`src/logic/jackal_macros.svh`:
```
`ifndef JACKAL_MACROS_SVH
`define JACKAL_MACROS_SVH

// ============================================================
// Cabinet sizes
// ============================================================
`define NUM_PLAYERS       2
`define ROTARY_W          8                                  // One-hot aim positions
`define ROTARY_HOME       (`ROTARY_W'(1))                    // Position one
`define ROTARY_LAST       (`ROTARY_HOME << (`ROTARY_W - 1))  // Top position
`define ROTARY_DIV_W      23                                 // Normal strobe is 2**23 cycles
`define DIP_BANKS         3

// Loader write stream
`define LOAD_CFG_INDEX    8'd1
`define LOAD_DIP_INDEX    8'd254
`define BOOTLEG_NO_ROTARY 2'd1    // Bootleg board, no rotary hardware

// Host input words
`define PS2_W             11
`define JOY_W             16

// ============================================================
// USB joystick bit positions
// ============================================================
`define JOY_RIGHT         0
`define JOY_LEFT          1
`define JOY_DOWN          2
`define JOY_UP            3
`define JOY_SHOT          4
`define JOY_MISSILE       5
`define JOY_ROT_R         6
`define JOY_ROT_L         7
`define JOY_START         8
`define JOY_COIN          9
`define JOY_PAUSE         10

`endif

```
`src/logic/jackal_pkg.sv`:
```
package jackal_pkg;

	// PS/2 set 2 make codes the decoder knows
	typedef enum logic [7:0] {
		// System keys
		KEY_START1  = 8'h16,  // 1
		KEY_START2  = 8'h1E,  // 2
		KEY_COIN1   = 8'h2E,  // 5
		KEY_COIN2   = 8'h36,  // 6
		KEY_SERVICE = 8'h46,  // 9
		KEY_PAUSE   = 8'h4D,  // P

		// Player 1, arrows and modifiers
		KEY_UP      = 8'h75,
		KEY_DOWN    = 8'h72,
		KEY_LEFT    = 8'h6B,
		KEY_RIGHT   = 8'h74,
		KEY_CTRL    = 8'h14,  // Machine gun
		KEY_ALT     = 8'h11,  // Grenade

		// Player 2, letter block
		KEY_W       = 8'h1D,
		KEY_S       = 8'h1B,
		KEY_A       = 8'h1C,
		KEY_D       = 8'h23,
		KEY_V       = 8'h2A,  // Machine gun
		KEY_B       = 8'h32   // Grenade
	} key_code_e;

	// Step command for the rotary stepper
	typedef enum logic [1:0] {
		ROT_HOLD  = 2'd0,
		ROT_LEFT  = 2'd1,  // Toward the top bit
		ROT_RIGHT = 2'd2   // Toward bit 0
	} rot_dir_e;

endpackage

```
`src/logic/player_ifs.sv`:
```
`timescale 1ns/1ps
`include "jackal_macros.svh"

// ============================================================
// Front end to channel, merged player controls
// ============================================================
interface player_cmd_if;
	logic                  up;
	logic                  down;
	logic                  left;
	logic                  right;
	logic                  shot;
	logic                  missile;
	logic                  start;
	jackal_pkg::rot_dir_e  dir;      // Held rotary lever

	modport driver (
		output up, down, left, right, shot, missile, start, dir
	);

	modport receiver (
		input up, down, left, right, shot, missile, start, dir
	);
endinterface

// ============================================================
// Channel to packer, controls in cabinet order
// ============================================================
interface player_cab_if;
	logic [3:0]           joy;       // Down, up, right, left
	logic [1:0]           buttons;   // Missile, shot
	logic                 start;
	logic [`ROTARY_W-1:0] rotary;    // One-hot aim

	modport source (
		output joy, buttons, start, rotary
	);

	modport sink (
		input joy, buttons, start, rotary
	);
endinterface

```
`src/logic/input_front_end.sv`:
```
`timescale 1ns/1ps
`include "jackal_macros.svh"

module input_front_end #(
	parameter int DIV_W = `ROTARY_DIV_W
) (
	input  logic              CLK_49M,
	input  logic              arst_n,
	input  logic [`PS2_W-1:0] ps2_key,
	input  logic [`JOY_W-1:0] joystick_0,
	input  logic [`JOY_W-1:0] joystick_1,
	input  logic              rotary_fast,   // Halves the strobe period
	player_cmd_if.driver      cmd_p1,
	player_cmd_if.driver      cmd_p2,
	output logic              rotary_tick,
	output logic [1:0]        coin,          // Coin 2, coin 1
	output logic              service,
	output logic              pause_req
);

	// ============================================================
	// Keyboard latches
	// ============================================================
	logic                   ps2_toggle_q;   // Last seen event toggle
	logic                   ps2_event;
	logic                   pressed;
	jackal_pkg::key_code_e  key_code;
	logic [5:0]             kb_p1, kb_p2;   // Joystick bit order
	logic [1:0]             kb_start, kb_coin;
	logic                   kb_service, kb_pause;

	assign ps2_event = ps2_key[10] ^ ps2_toggle_q;
	assign pressed   = ps2_key[9];              // 1 make, 0 break
	assign key_code  = jackal_pkg::key_code_e'(ps2_key[7:0]);

	always_ff @(posedge CLK_49M or negedge arst_n) begin
		if (!arst_n) begin
			ps2_toggle_q <= 1'b0;
			kb_p1        <= '0;
			kb_p2        <= '0;
			kb_start     <= '0;
			kb_coin      <= '0;
			kb_service   <= 1'b0;
			kb_pause     <= 1'b0;
		end else begin
			ps2_toggle_q <= ps2_key[10];
			if (ps2_event) begin
				case (key_code)
					jackal_pkg::KEY_START1:  kb_start[0]          <= pressed;
					jackal_pkg::KEY_START2:  kb_start[1]          <= pressed;
					jackal_pkg::KEY_COIN1:   kb_coin[0]           <= pressed;
					jackal_pkg::KEY_COIN2:   kb_coin[1]           <= pressed;
					jackal_pkg::KEY_SERVICE: kb_service           <= pressed;
					jackal_pkg::KEY_PAUSE:   kb_pause             <= pressed;
					jackal_pkg::KEY_UP:      kb_p1[`JOY_UP]       <= pressed;
					jackal_pkg::KEY_DOWN:    kb_p1[`JOY_DOWN]     <= pressed;
					jackal_pkg::KEY_LEFT:    kb_p1[`JOY_LEFT]     <= pressed;
					jackal_pkg::KEY_RIGHT:   kb_p1[`JOY_RIGHT]    <= pressed;
					jackal_pkg::KEY_CTRL:    kb_p1[`JOY_SHOT]     <= pressed;
					jackal_pkg::KEY_ALT:     kb_p1[`JOY_MISSILE]  <= pressed;
					jackal_pkg::KEY_W:       kb_p2[`JOY_UP]       <= pressed;
					jackal_pkg::KEY_S:       kb_p2[`JOY_DOWN]     <= pressed;
					jackal_pkg::KEY_A:       kb_p2[`JOY_LEFT]     <= pressed;
					jackal_pkg::KEY_D:       kb_p2[`JOY_RIGHT]    <= pressed;
					jackal_pkg::KEY_V:       kb_p2[`JOY_SHOT]     <= pressed;
					jackal_pkg::KEY_B:       kb_p2[`JOY_MISSILE]  <= pressed;
					default: ;                                   // Unknown key, no effect
				endcase
			end
		end
	end

	// Left lever wins over right
	function automatic jackal_pkg::rot_dir_e rot_dir(input logic rot_l, input logic rot_r);
		if (rot_l)
			return jackal_pkg::ROT_LEFT;
		if (rot_r)
			return jackal_pkg::ROT_RIGHT;
		return jackal_pkg::ROT_HOLD;
	endfunction

	// ============================================================
	// Keyboard OR joystick, one register stage
	// ============================================================
	logic [5:0] m_p1, m_p2;
	logic [3:0] sys_q;                      // Pause, service, coin 2, coin 1

	assign m_p1 = kb_p1 | joystick_0[5:0];
	assign m_p2 = kb_p2 | joystick_1[5:0];

	always_ff @(posedge CLK_49M or negedge arst_n) begin
		if (!arst_n) begin
			cmd_p1.up      <= 1'b0;
			cmd_p1.down    <= 1'b0;
			cmd_p1.left    <= 1'b0;
			cmd_p1.right   <= 1'b0;
			cmd_p1.shot    <= 1'b0;
			cmd_p1.missile <= 1'b0;
			cmd_p1.start   <= 1'b0;
			cmd_p1.dir     <= jackal_pkg::ROT_HOLD;
			cmd_p2.up      <= 1'b0;
			cmd_p2.down    <= 1'b0;
			cmd_p2.left    <= 1'b0;
			cmd_p2.right   <= 1'b0;
			cmd_p2.shot    <= 1'b0;
			cmd_p2.missile <= 1'b0;
			cmd_p2.start   <= 1'b0;
			cmd_p2.dir     <= jackal_pkg::ROT_HOLD;
			sys_q          <= '0;
			coin           <= '0;
			service        <= 1'b0;
			pause_req      <= 1'b0;
		end else begin
			cmd_p1.up      <= m_p1[`JOY_UP];
			cmd_p1.down    <= m_p1[`JOY_DOWN];
			cmd_p1.left    <= m_p1[`JOY_LEFT];
			cmd_p1.right   <= m_p1[`JOY_RIGHT];
			cmd_p1.shot    <= m_p1[`JOY_SHOT];
			cmd_p1.missile <= m_p1[`JOY_MISSILE];
			cmd_p1.start   <= kb_start[0] | joystick_0[`JOY_START];
			cmd_p1.dir     <= rot_dir(joystick_0[`JOY_ROT_L], joystick_0[`JOY_ROT_R]);
			cmd_p2.up      <= m_p2[`JOY_UP];
			cmd_p2.down    <= m_p2[`JOY_DOWN];
			cmd_p2.left    <= m_p2[`JOY_LEFT];
			cmd_p2.right   <= m_p2[`JOY_RIGHT];
			cmd_p2.shot    <= m_p2[`JOY_SHOT];
			cmd_p2.missile <= m_p2[`JOY_MISSILE];
			cmd_p2.start   <= kb_start[1] | joystick_1[`JOY_START];
			cmd_p2.dir     <= rot_dir(joystick_1[`JOY_ROT_L], joystick_1[`JOY_ROT_R]);

			// Coin 1 and pause take either stick, coin 2 and service keyboard only
			sys_q[0] <= kb_coin[0] | joystick_0[`JOY_COIN] | joystick_1[`JOY_COIN];
			sys_q[1] <= kb_coin[1];
			sys_q[2] <= kb_service;
			sys_q[3] <= kb_pause | joystick_0[`JOY_PAUSE] | joystick_1[`JOY_PAUSE];

			// Second stage keeps system buttons level with the channel stage
			coin      <= sys_q[1:0];
			service   <= sys_q[2];
			pause_req <= sys_q[3];
		end
	end

	// ============================================================
	// Rotary strobe divider
	// ============================================================
	logic [DIV_W-1:0] div_cnt;

	always_ff @(posedge CLK_49M or negedge arst_n) begin
		if (!arst_n)
			div_cnt <= '0;
		else
			div_cnt <= div_cnt + 1'b1;   // Free running
	end

	// Fast mode ignores the top bit
	assign rotary_tick = rotary_fast ? (div_cnt[DIV_W-2:0] == '0) : (div_cnt == '0);

endmodule

```
`src/logic/player_channel.sv`:
```
`timescale 1ns/1ps
`include "jackal_macros.svh"

module player_channel (
	input  logic           CLK_49M,
	input  logic           arst_n,
	input  logic           rotary_tick,   // Shared step strobe
	player_cmd_if.receiver cmd,
	player_cab_if.source   cab
);

	// ============================================================
	// One-hot rotary stepper
	// ============================================================
	logic [`ROTARY_W-1:0] rot_pos;
	logic [`ROTARY_W-1:0] rot_next;

	// Next position for the held direction, wrapping at both ends
	always_comb begin
		rot_next = rot_pos;                            // Hold by default
		case (cmd.dir)
			jackal_pkg::ROT_LEFT: begin
				if (rot_pos == `ROTARY_LAST)
					rot_next = `ROTARY_HOME;               // Wrap to bottom
				else
					rot_next = rot_pos << 1;
			end
			jackal_pkg::ROT_RIGHT: begin
				if (rot_pos == `ROTARY_HOME)
					rot_next = `ROTARY_LAST;               // Wrap to top
				else
					rot_next = rot_pos >> 1;
			end
			default: ;
		endcase
	end

	always_ff @(posedge CLK_49M or negedge arst_n) begin
		if (!arst_n)
			rot_pos <= `ROTARY_HOME;
		else if (rotary_tick)
			rot_pos <= rot_next;                       // One step per strobe
	end

	assign cab.rotary = rot_pos;

	// ============================================================
	// Controls in cabinet order
	// ============================================================
	always_ff @(posedge CLK_49M or negedge arst_n) begin
		if (!arst_n) begin
			cab.joy     <= '0;
			cab.buttons <= '0;
			cab.start   <= 1'b0;
		end else begin
			cab.joy     <= {cmd.down, cmd.up, cmd.right, cmd.left};
			cab.buttons <= {cmd.missile, cmd.shot};
			cab.start   <= cmd.start;
		end
	end

endmodule

```
`src/logic/cabinet_port_packer.sv`:
```
`timescale 1ns/1ps
`include "jackal_macros.svh"

module cabinet_port_packer (
	input  logic                 CLK_49M,
	input  logic                 arst_n,
	player_cab_if.sink           cab_p1,
	player_cab_if.sink           cab_p2,
	input  logic [1:0]           coin,          // Coin 2, coin 1
	input  logic                 service,
	input  logic                 pause_in,
	input  logic                 ioctl_wr,
	input  logic [7:0]           ioctl_index,
	input  logic [24:0]          ioctl_addr,
	input  logic [7:0]           ioctl_dout,
	output logic [3:0]           p1_joystick,   // Active low from here on
	output logic [3:0]           p2_joystick,
	output logic [1:0]           p1_buttons,
	output logic [1:0]           p2_buttons,
	output logic [`ROTARY_W-1:0] p1_rotary,
	output logic [`ROTARY_W-1:0] p2_rotary,
	output logic [1:0]           btn_start,
	output logic [1:0]           coins,
	output logic                 btn_service,
	output logic [23:0]          dipsw,
	output logic [1:0]           is_bootleg,
	output logic                 pause_req      // Active high
);

	localparam int BANK_W = $clog2(`DIP_BANKS);

	// ============================================================
	// Loader capture
	// ============================================================
	logic [7:0] dip_q [`DIP_BANKS];   // Active low, as in the MRA
	logic [1:0] boot_q;
	logic       dip_wr, cfg_wr;
	logic       no_rotary;

	assign dip_wr    = ioctl_wr && (ioctl_index == `LOAD_DIP_INDEX) && (ioctl_addr < `DIP_BANKS);
	assign cfg_wr    = ioctl_wr && (ioctl_index == `LOAD_CFG_INDEX) && (ioctl_addr == '0);
	assign no_rotary = (boot_q == `BOOTLEG_NO_ROTARY);

	always_ff @(posedge CLK_49M or negedge arst_n) begin
		if (!arst_n) begin
			for (int i = 0; i < `DIP_BANKS; i++)
				dip_q[i] <= '0;
			boot_q <= '0;
		end else begin
			if (dip_wr)
				dip_q[ioctl_addr[BANK_W-1:0]] <= ioctl_dout;
			if (cfg_wr)
				boot_q <= ioctl_dout[1:0];               // Board variant code
		end
	end

	// ============================================================
	// Active-low output registers
	// ============================================================
	always_ff @(posedge CLK_49M or negedge arst_n) begin
		if (!arst_n) begin
			p1_joystick <= '1;
			p2_joystick <= '1;
			p1_buttons  <= '1;
			p2_buttons  <= '1;
			p1_rotary   <= ~`ROTARY_HOME;               // Home position, inverted
			p2_rotary   <= ~`ROTARY_HOME;
			btn_start   <= '1;
			coins       <= '1;
			btn_service <= 1'b1;
			dipsw       <= '1;
			is_bootleg  <= '0;
			pause_req   <= 1'b0;
		end else begin
			p1_joystick <= ~cab_p1.joy;
			p2_joystick <= ~cab_p2.joy;
			p1_buttons  <= ~cab_p1.buttons;
			p2_buttons  <= ~cab_p2.buttons;
			btn_start   <= ~{cab_p2.start, cab_p1.start};
			coins       <= ~coin;
			btn_service <= ~service;
			pause_req   <= pause_in;

			// Bootleg boards have no rotary encoders, report no input
			p1_rotary <= no_rotary ? {`ROTARY_W{1'b1}} : ~cab_p1.rotary;
			p2_rotary <= no_rotary ? {`ROTARY_W{1'b1}} : ~cab_p2.rotary;

			dipsw      <= ~{dip_q[2], dip_q[1], dip_q[0]};   // Bank 2 on top
			is_bootleg <= boot_q;
		end
	end

endmodule

```
`src/logic/jackal_inputs.sv`:
```
`timescale 1ns/1ps
`include "jackal_macros.svh"

module jackal_inputs #(
	parameter int ROTARY_DIV_W = `ROTARY_DIV_W
) (
	input  logic                 CLK_49M,
	input  logic                 arst_n,
	input  logic [`PS2_W-1:0]    ps2_key,
	input  logic [`JOY_W-1:0]    joystick_0,
	input  logic [`JOY_W-1:0]    joystick_1,
	input  logic                 rotary_fast,
	input  logic                 ioctl_wr,
	input  logic [7:0]           ioctl_index,
	input  logic [24:0]          ioctl_addr,
	input  logic [7:0]           ioctl_dout,
	output logic [3:0]           p1_joystick,
	output logic [3:0]           p2_joystick,
	output logic [1:0]           p1_buttons,
	output logic [1:0]           p2_buttons,
	output logic [`ROTARY_W-1:0] p1_rotary,
	output logic [`ROTARY_W-1:0] p2_rotary,
	output logic [1:0]           btn_start,
	output logic [1:0]           coins,
	output logic                 btn_service,
	output logic [23:0]          dipsw,
	output logic [1:0]           is_bootleg,
	output logic                 pause_req
);

	player_cmd_if cmd_bus [`NUM_PLAYERS] ();
	player_cab_if cab_bus [`NUM_PLAYERS] ();

	logic       rotary_tick;
	logic [1:0] coin;
	logic       service;
	logic       pause_sys;

	// ============================================================
	// Front end, channels, packer
	// ============================================================
	input_front_end #(
		.DIV_W (ROTARY_DIV_W)
	) front_end_inst (
		.CLK_49M     (CLK_49M),
		.arst_n      (arst_n),
		.ps2_key     (ps2_key),
		.joystick_0  (joystick_0),
		.joystick_1  (joystick_1),
		.rotary_fast (rotary_fast),
		.cmd_p1      (cmd_bus[0]),
		.cmd_p2      (cmd_bus[1]),
		.rotary_tick (rotary_tick),
		.coin        (coin),
		.service     (service),
		.pause_req   (pause_sys)
	);

	for (genvar i = 0; i < `NUM_PLAYERS; i++) begin : chan
		player_channel player_channel_inst (
			.CLK_49M     (CLK_49M),
			.arst_n      (arst_n),
			.rotary_tick (rotary_tick),   // Both players step together
			.cmd         (cmd_bus[i]),
			.cab         (cab_bus[i])
		);
	end

	cabinet_port_packer packer_inst (
		.CLK_49M     (CLK_49M),
		.arst_n      (arst_n),
		.cab_p1      (cab_bus[0]),
		.cab_p2      (cab_bus[1]),
		.coin        (coin),
		.service     (service),
		.pause_in    (pause_sys),
		.ioctl_wr    (ioctl_wr),
		.ioctl_index (ioctl_index),
		.ioctl_addr  (ioctl_addr),
		.ioctl_dout  (ioctl_dout),
		.p1_joystick (p1_joystick),
		.p2_joystick (p2_joystick),
		.p1_buttons  (p1_buttons),
		.p2_buttons  (p2_buttons),
		.p1_rotary   (p1_rotary),
		.p2_rotary   (p2_rotary),
		.btn_start   (btn_start),
		.coins       (coins),
		.btn_service (btn_service),
		.dipsw       (dipsw),
		.is_bootleg  (is_bootleg),
		.pause_req   (pause_req)
	);

endmodule

```
`config.mk`:
```
export PLATFORM = sky130hd
export DESIGN_NAME = jackal_inputs
export DESIGN_NICKNAME = d
export VERILOG_FILES = /design/src/logic/jackal_pkg.sv /design/src/logic/player_ifs.sv /design/src/logic/input_front_end.sv /design/src/logic/player_channel.sv /design/src/logic/cabinet_port_packer.sv /design/src/logic/jackal_inputs.sv
export VERILOG_INCLUDE_DIRS = /design/src /design/src/logic
export SDC_FILE = /design/constraint.sdc
export NUM_CORES = 1
export LEC_CHECK = 0
export ABC_AREA = 1
export BUFFER_PORTS_ARGS = -buffer_cell sky130_fd_sc_hd__clkbuf_2
export CAP_MARGIN = 20
export CORE_MARGIN = 10
export CORE_UTILIZATION = 55
export CTS_CLUSTER_SIZE = 14
export DETAILED_ROUTE_END_ITERATION = 6
export PLACE_DENSITY = 0.8
export SLEW_MARGIN = 20
export SYNTH_ARGS = -nofsm -noshare
export SYNTH_HDL_FRONTEND = slang
export SYNTH_SLANG_ARGS = --single-unit
```
`constraint.sdc`:
```
create_clock -name CLK_49M -period 2 [get_ports CLK_49M]
set_clock_uncertainty 0.2 [all_clocks]
set_input_delay 0.6 -clock CLK_49M [delete_from_list [all_inputs] [get_ports CLK_49M]]
set_output_delay 0.6 -clock CLK_49M [all_outputs]
set_load 0.02 [all_outputs]
```
Word-level counts from Yosys, hierarchy flattened
Index checks and enable logic that the tools add are counted.
{"block": "totals", "ff_bits": 184, "input_bits": 88, "output_inout_bits": 60, "word_cells": 173}
{"block": "classes", "add_sub_neg": 1, "order_cmp": 3, "eq_ne": 29, "mux": 26, "n_bitwise": 20, "reduce_logical": 30}
{"operator": "$eq A8 B5 Y1 const B", "n": 7}
{"operator": "$mux W8", "n": 7}
{"operator": "$eq A8 B7 Y1 const B", "n": 6}
{"operator": "$eq A8 B6 Y1 const B", "n": 5}
{"operator": "$reduce_and A2 Y1", "n": 20}
{"operator": "$pmux W8 S2", "n": 2}
{"operator": "$logic_not A25 Y1", "n": 1}
{"operator": "$lt A25 B2 Y1 const B", "n": 1}
{"operator": "$bwmux W24", "n": 1}
{"operator": "$eq A8 B1 Y1 const B", "n": 3}
{"operator": "$eq A8 B8 Y1 const B", "n": 3}
{"operator": "$not A24 Y24", "n": 1}
{"operator": "$add A23 B1 Y23 const B", "n": 1}
{"operator": "$logic_not A23 Y1", "n": 1}
{"operator": "$logic_not A22 Y1", "n": 1}
{"operator": "$demux W8 S2", "n": 1}
{"operator": "$mux W2", "n": 8}
{"operator": "$not A8 Y8", "n": 2}
{"operator": "$or A6 B6 Y6", "n": 2}
{"operator": "$not A2 Y2", "n": 4}
{"operator": "$not A4 Y4", "n": 2}
{"operator": "$mux W1", "n": 7}
{"operator": "$eq A2 B1 Y1 const B", "n": 3}
{"operator": "$or A1 B1 Y1", "n": 6}
{"operator": "8 further kinds", "n": 14}

Longest topological paths before layout
{"block": "depth", "depth_word": 6, "mapped_depth": 9, "ltp_nobuf": 9}

Cells and area by module
A second synthesis with hierarchy kept.
{"block": "hier_totals", "hier_cells": 734, "hier_area_um2": 7248.2}
{"mod": "cabinet_port_packer", "instances": 1, "cells_per_inst": 282, "area_per_inst_um2": 3065.4, "seq_area_each_um2": 2220.9}
{"mod": "input_front_end", "instances": 1, "cells_per_inst": 326, "area_per_inst_um2": 2974.1, "seq_area_each_um2": 1701.6}
{"mod": "player_channel", "instances": 2, "cells_per_inst": 63, "area_per_inst_um2": 604.3, "seq_area_each_um2": 376.6}

Worst setup path before layout
OpenSTA, ideal clock, no wires.
{"block": "synth_path", "kind": "input to register", "start": "input ioctl_addr[11]", "end": "register packer_inst.dip_q[0] (netlist name)", "setup_ps": 66, "arrival_time_ps": 1421, "t_required_ps": 1734, "path_slack_ps": 313, "cell_stages": 9, "n_path_buf": 2, "cell_sequence": "nor2_1 > nand2_1 > nor2_1 > nand2_1 > nor2_4 > buf_6 > buf_6 > nand4_1 > nand2_1"}
{"block": "synth_via", "elab_chain_cells": 2}
{"element": "from (decl)", "line_no": "jackal_inputs.sv:15", "rtl": "input logic [24:0] ioctl_addr,"}
{"element": "$lt A25 B2 Y1 (no line)"}
{"element": "$logic_and A1 B1 Y1", "line_no": "cabinet_port_packer.sv:40", "rtl": "assign dip_wr = ioctl_wr && (ioctl_index == `LOAD_DIP_INDEX) && (ioctl_addr < `DIP_BANKS);"}
{"element": "to (signal, indexed assignment)", "line_no": "cabinet_port_packer.sv:51", "rtl": "dip_q[ioctl_addr[BANK_W-1:0]] <= ioctl_dout;"}
{"element": "to (decl)", "line_no": "cabinet_port_packer.sv:35", "rtl": "logic [7:0] dip_q [`DIP_BANKS];"}
Every way passes these cells.
A chain may end at the register's enable or synchronous reset.

Worst setup path after layout
{"block": "layout_path", "start": "register packer_inst.btn_start[1]", "end": "output btn_start[1]"}
{"element": "from (decl)", "line_no": "cabinet_port_packer.sv:22", "rtl": "output logic [1:0] btn_start,"}
{"element": "from (signal assigned)", "line_no": "cabinet_port_packer.sv:79", "rtl": "btn_start <= ~{cab_p2.start, cab_p1.start};"}
{"element": "to (decl)", "line_no": "jackal_inputs.sv:23", "rtl": "output logic [1:0] btn_start,"}
No word-level cell between the ends.

==> flow_summary.json <==
{
  "reg2reg_depth": 7,
  "hp-class": "in -> reg",
  "finalWirelength_um": 14800,
  "yosysTopAreaCellShare": 0.436,
  "clockRootBuffer": "clkbuf_16",
  "antenna_found_initial": 1,
  "synth_seq_cells": 184,
  "gr-total-overflow": 0,
  "drc_errors": 0,
  "die_y_um": 135,
  "first_pass_iters": 5,
  "status": "complete, no violations",
  "power_density_nw_per_um2": 852,
  "layout_common_cells": "nand2_1 (181), clkbuf_2 (135), dfrtp_1 (127)",
  "p_leak_uw": 0.00438,
  "rows": 41,
  "cp.arrival_ps": 1120,
  "syn_nets": 822,
  "relSlewSlack": 0.620,
  "crit_slowest_cell": "dfstp_2",
  "initial_core_util": 0.571,
  "critPathMaxFanout": 1,
  "cts_buffers": 17,
  "wl_per_cell_um": 13.7,
  "slew_violations": 0,
  "holdCritStartpoint": "joystick_0[7]",
  "die_area_um2": 18300,
  "clock_latency_ps": 420,
  "dp_hpwl_um": 11100,
  "grt_util_all_layers": 0.170,
  "holdPathStages": 1,
  "r2r-end": "chan[1].player_channel_inst.cab.rotary[4]",
  "yosysUniqueCellTypes": 34,
  "ys_seq_area_frac": 0.642,
  "cap_violations": 0,
  "tritoncts": "done",
  "synthCells": 730,
  "worst_slew_pin_slew_ps": 569,
  "fin_ws_ps": 82.4,
  "path_depth": 1,
  "coreArea_um2": 12800,
  "holdPathEnd": "front_end_inst.cmd_p1.dir[0]",
  "cts.htree.levels": 4,
  "nets": 981,
  "via_count": 5199,
  "gp_congestion": 0.861,
  "setup_viol": 0,
  "synthTopCellsByArea": "dfrtp_1 (44%), dfstp_2 (21%), nand2_1 (9.3%)",
  "finalPower_uw": 7550,
  "grt_start_max_net_pins": 46,
  "ir_drop_v": 0.000681,
  "grt_pass1_wl_um": 25100,
  "antenna_left": 0,
  "avgViaCountPerCell": 4.84,
  "path_cells": "clkbuf_2",
  "final_common_cell": "nand2_1",
  "portBuffers": 136,
  "syn_area_um2": 7290,
  "yosysTopAreaCell": "dfrtp_1",
  "fill_cells": 989,
  "pin_count": 148,
  "end_kind": "output port",
  "layout-drive-gt1-share": 0.307,
  "worstReg2RegStart": "front_end_inst.div_cnt[0]",
  "drt_iter0_markers": 453,
  "regArea_um2": 4680,
  "critPathKind": "reg -> out",
  "multi_input_area_um2": 2180,
  "cts.clk_slew.worst_paths_ps": 60,
  "cts_setup_buffers": 0,
  "fp.dieW_um": 135,
  "required_ps": 1200,
  "cpLargestDelayFamily": "flip-flops",
  "insertedDiodeCount": 0,
  "first_global_vias": 5263,
  "postLayoutCoreUtil": 0.694,
  "cts.path.max_buffers": 2,
  "clkSinkCount": 184,
  "slowest_delay_ps": 540,
  "pre_cts_ws_ps": -15.2,
  "cp-start-kind": "flop",
  "ff2ff_setup_slack_ps": 160,
  "syn2layout_area_growth_pct": 21.6,
  "fin_crit_sh": 0.959,
  "max_freq_mhz": 521,
  "finalHoldViolations": 0,
  "min_period_ps": 1920,
  "yosysWarnings": 0,
  "crit_buf_inv": 1,
  "rsz0062_at_grt": "true",
  "postSynthAreaPerCell_um2": 9.98
}
[kinds of logic after synthesis]
kind of cell / count (synthesis) / synth area share
simple gates: 370 / 0.235
flops: 184 / 0.642
buf+inv: 109 / 0.0608
compound gates: 43 / 0.0319
xor+xnor: 19 / 0.0228
fa+ha+maj: 4 / 0.00687
mux: 1 / 0.00137
[worst max-delay path by stage]
stage                                    startpoint                                        end  slack, ps
after floorplan                      ioctl_addr[11]                       packer_inst.dip_q[0]        310
after global placement               ioctl_addr[11]                      packer_inst.dip_q[13]         30
after detailed placement             ioctl_addr[11]                       packer_inst.dip_q[4]        -20
after CTS                      packer_inst.coins[1]                                   coins[1]         60
after global routing      front_end_inst.div_cnt[0]  chan[1].player_channel_inst.cab.rotary[3]         -9
final                      packer_inst.btn_start[1]                               btn_start[1]         80
[flip-flops by register name, indices dropped and copies added (netlist names), 4 cells and up]
register,count
packer_inst.p2_joystick,4
chan.player_channel_inst.cab.joy,8
packer_inst.dipsw,24
packer_inst.p1_rotary,8
chan.player_channel_inst.cab.buttons,4
front_end_inst.div_cnt,23
front_end_inst.sys_q,4
front_end_inst.kb_p2,6
packer_inst.p2_rotary,8
front_end_inst.kb_p1,6
chan.player_channel_inst.cab.rotary,16
packer_inst.dip_q,24
packer_inst.p1_joystick,4
[area by class of cell]
type / count / area share
Clock buffer: 22 / 0.0524
Tap cell: 172 / 0.0243
Timing Repair Buffer: 152 / 0.0984
Inverter: 97 / 0.0411
Sequential cell: 184 / 0.528
Multi-Input combinational cell: 437 / 0.246
Clock inverter: 10 / 0.0106
[Yosys cell counts, drive strengths merged]
library cell / instances
a21oi: 6
nand2: 181
o21ai: 35
and2: 1
dfrtp: 127
buf: 8
nand3: 38
nand3b: 1
xnor2: 6
clkbuf: 4
nor2: 83
or2: 16
a31oi: 2
clkinv: 1
nand4: 37
nor3: 11
mux2i: 1
or3: 2
xor2: 13
dfstp: 57
ha: 4
inv: 96
[repair_timing]
item | 4_1_cts | 5_1_grt
hold buffers | 1 | 0
resized for setup | 0 | 1
hold endpoints to repair | 19 | 0
setup endpoints to repair | 0 | 1
[where the power goes]
| part | total [uW] | internal [uW] | switching [uW] | leakage (uW) |
|---|---|---|---|---|
| clock | 3120 | 1790 | 1340 | 0.000267 |
| combinational | 493 | 186 | 306 | 0.00188 |
| sequential | 3930 | 3880 | 57.6 | 0.00223 |
| total | 7550 | 5850 | 1700 | 0.00438 |
[per-stage QoR]
step	hold slack [ps]	cells	area, um^2	setup TNS, ps
6_report	107	1074	8860	0
5_1_grt	100	1074	8860	-9.07
4_1_cts	91.8	1074	8850	0
3_5_place_dp	135	1041	8290	-86.4
3_3_place_gp	133	1041	8290	0
2_1_floorplan	104	730	7290	0
[layer usage]
layer | global-route usage | routed length [um] | part of all wire
met5 | 0 | 0 | 0
met4 | 0.0472 | 117 | 0.0079
met3 | 0.0605 | 1010 | 0.068
met2 | 0.284 | 7520 | 0.51
met1 | 0.204 | 6120 | 0.41
(Power assumes the default switching activity.)
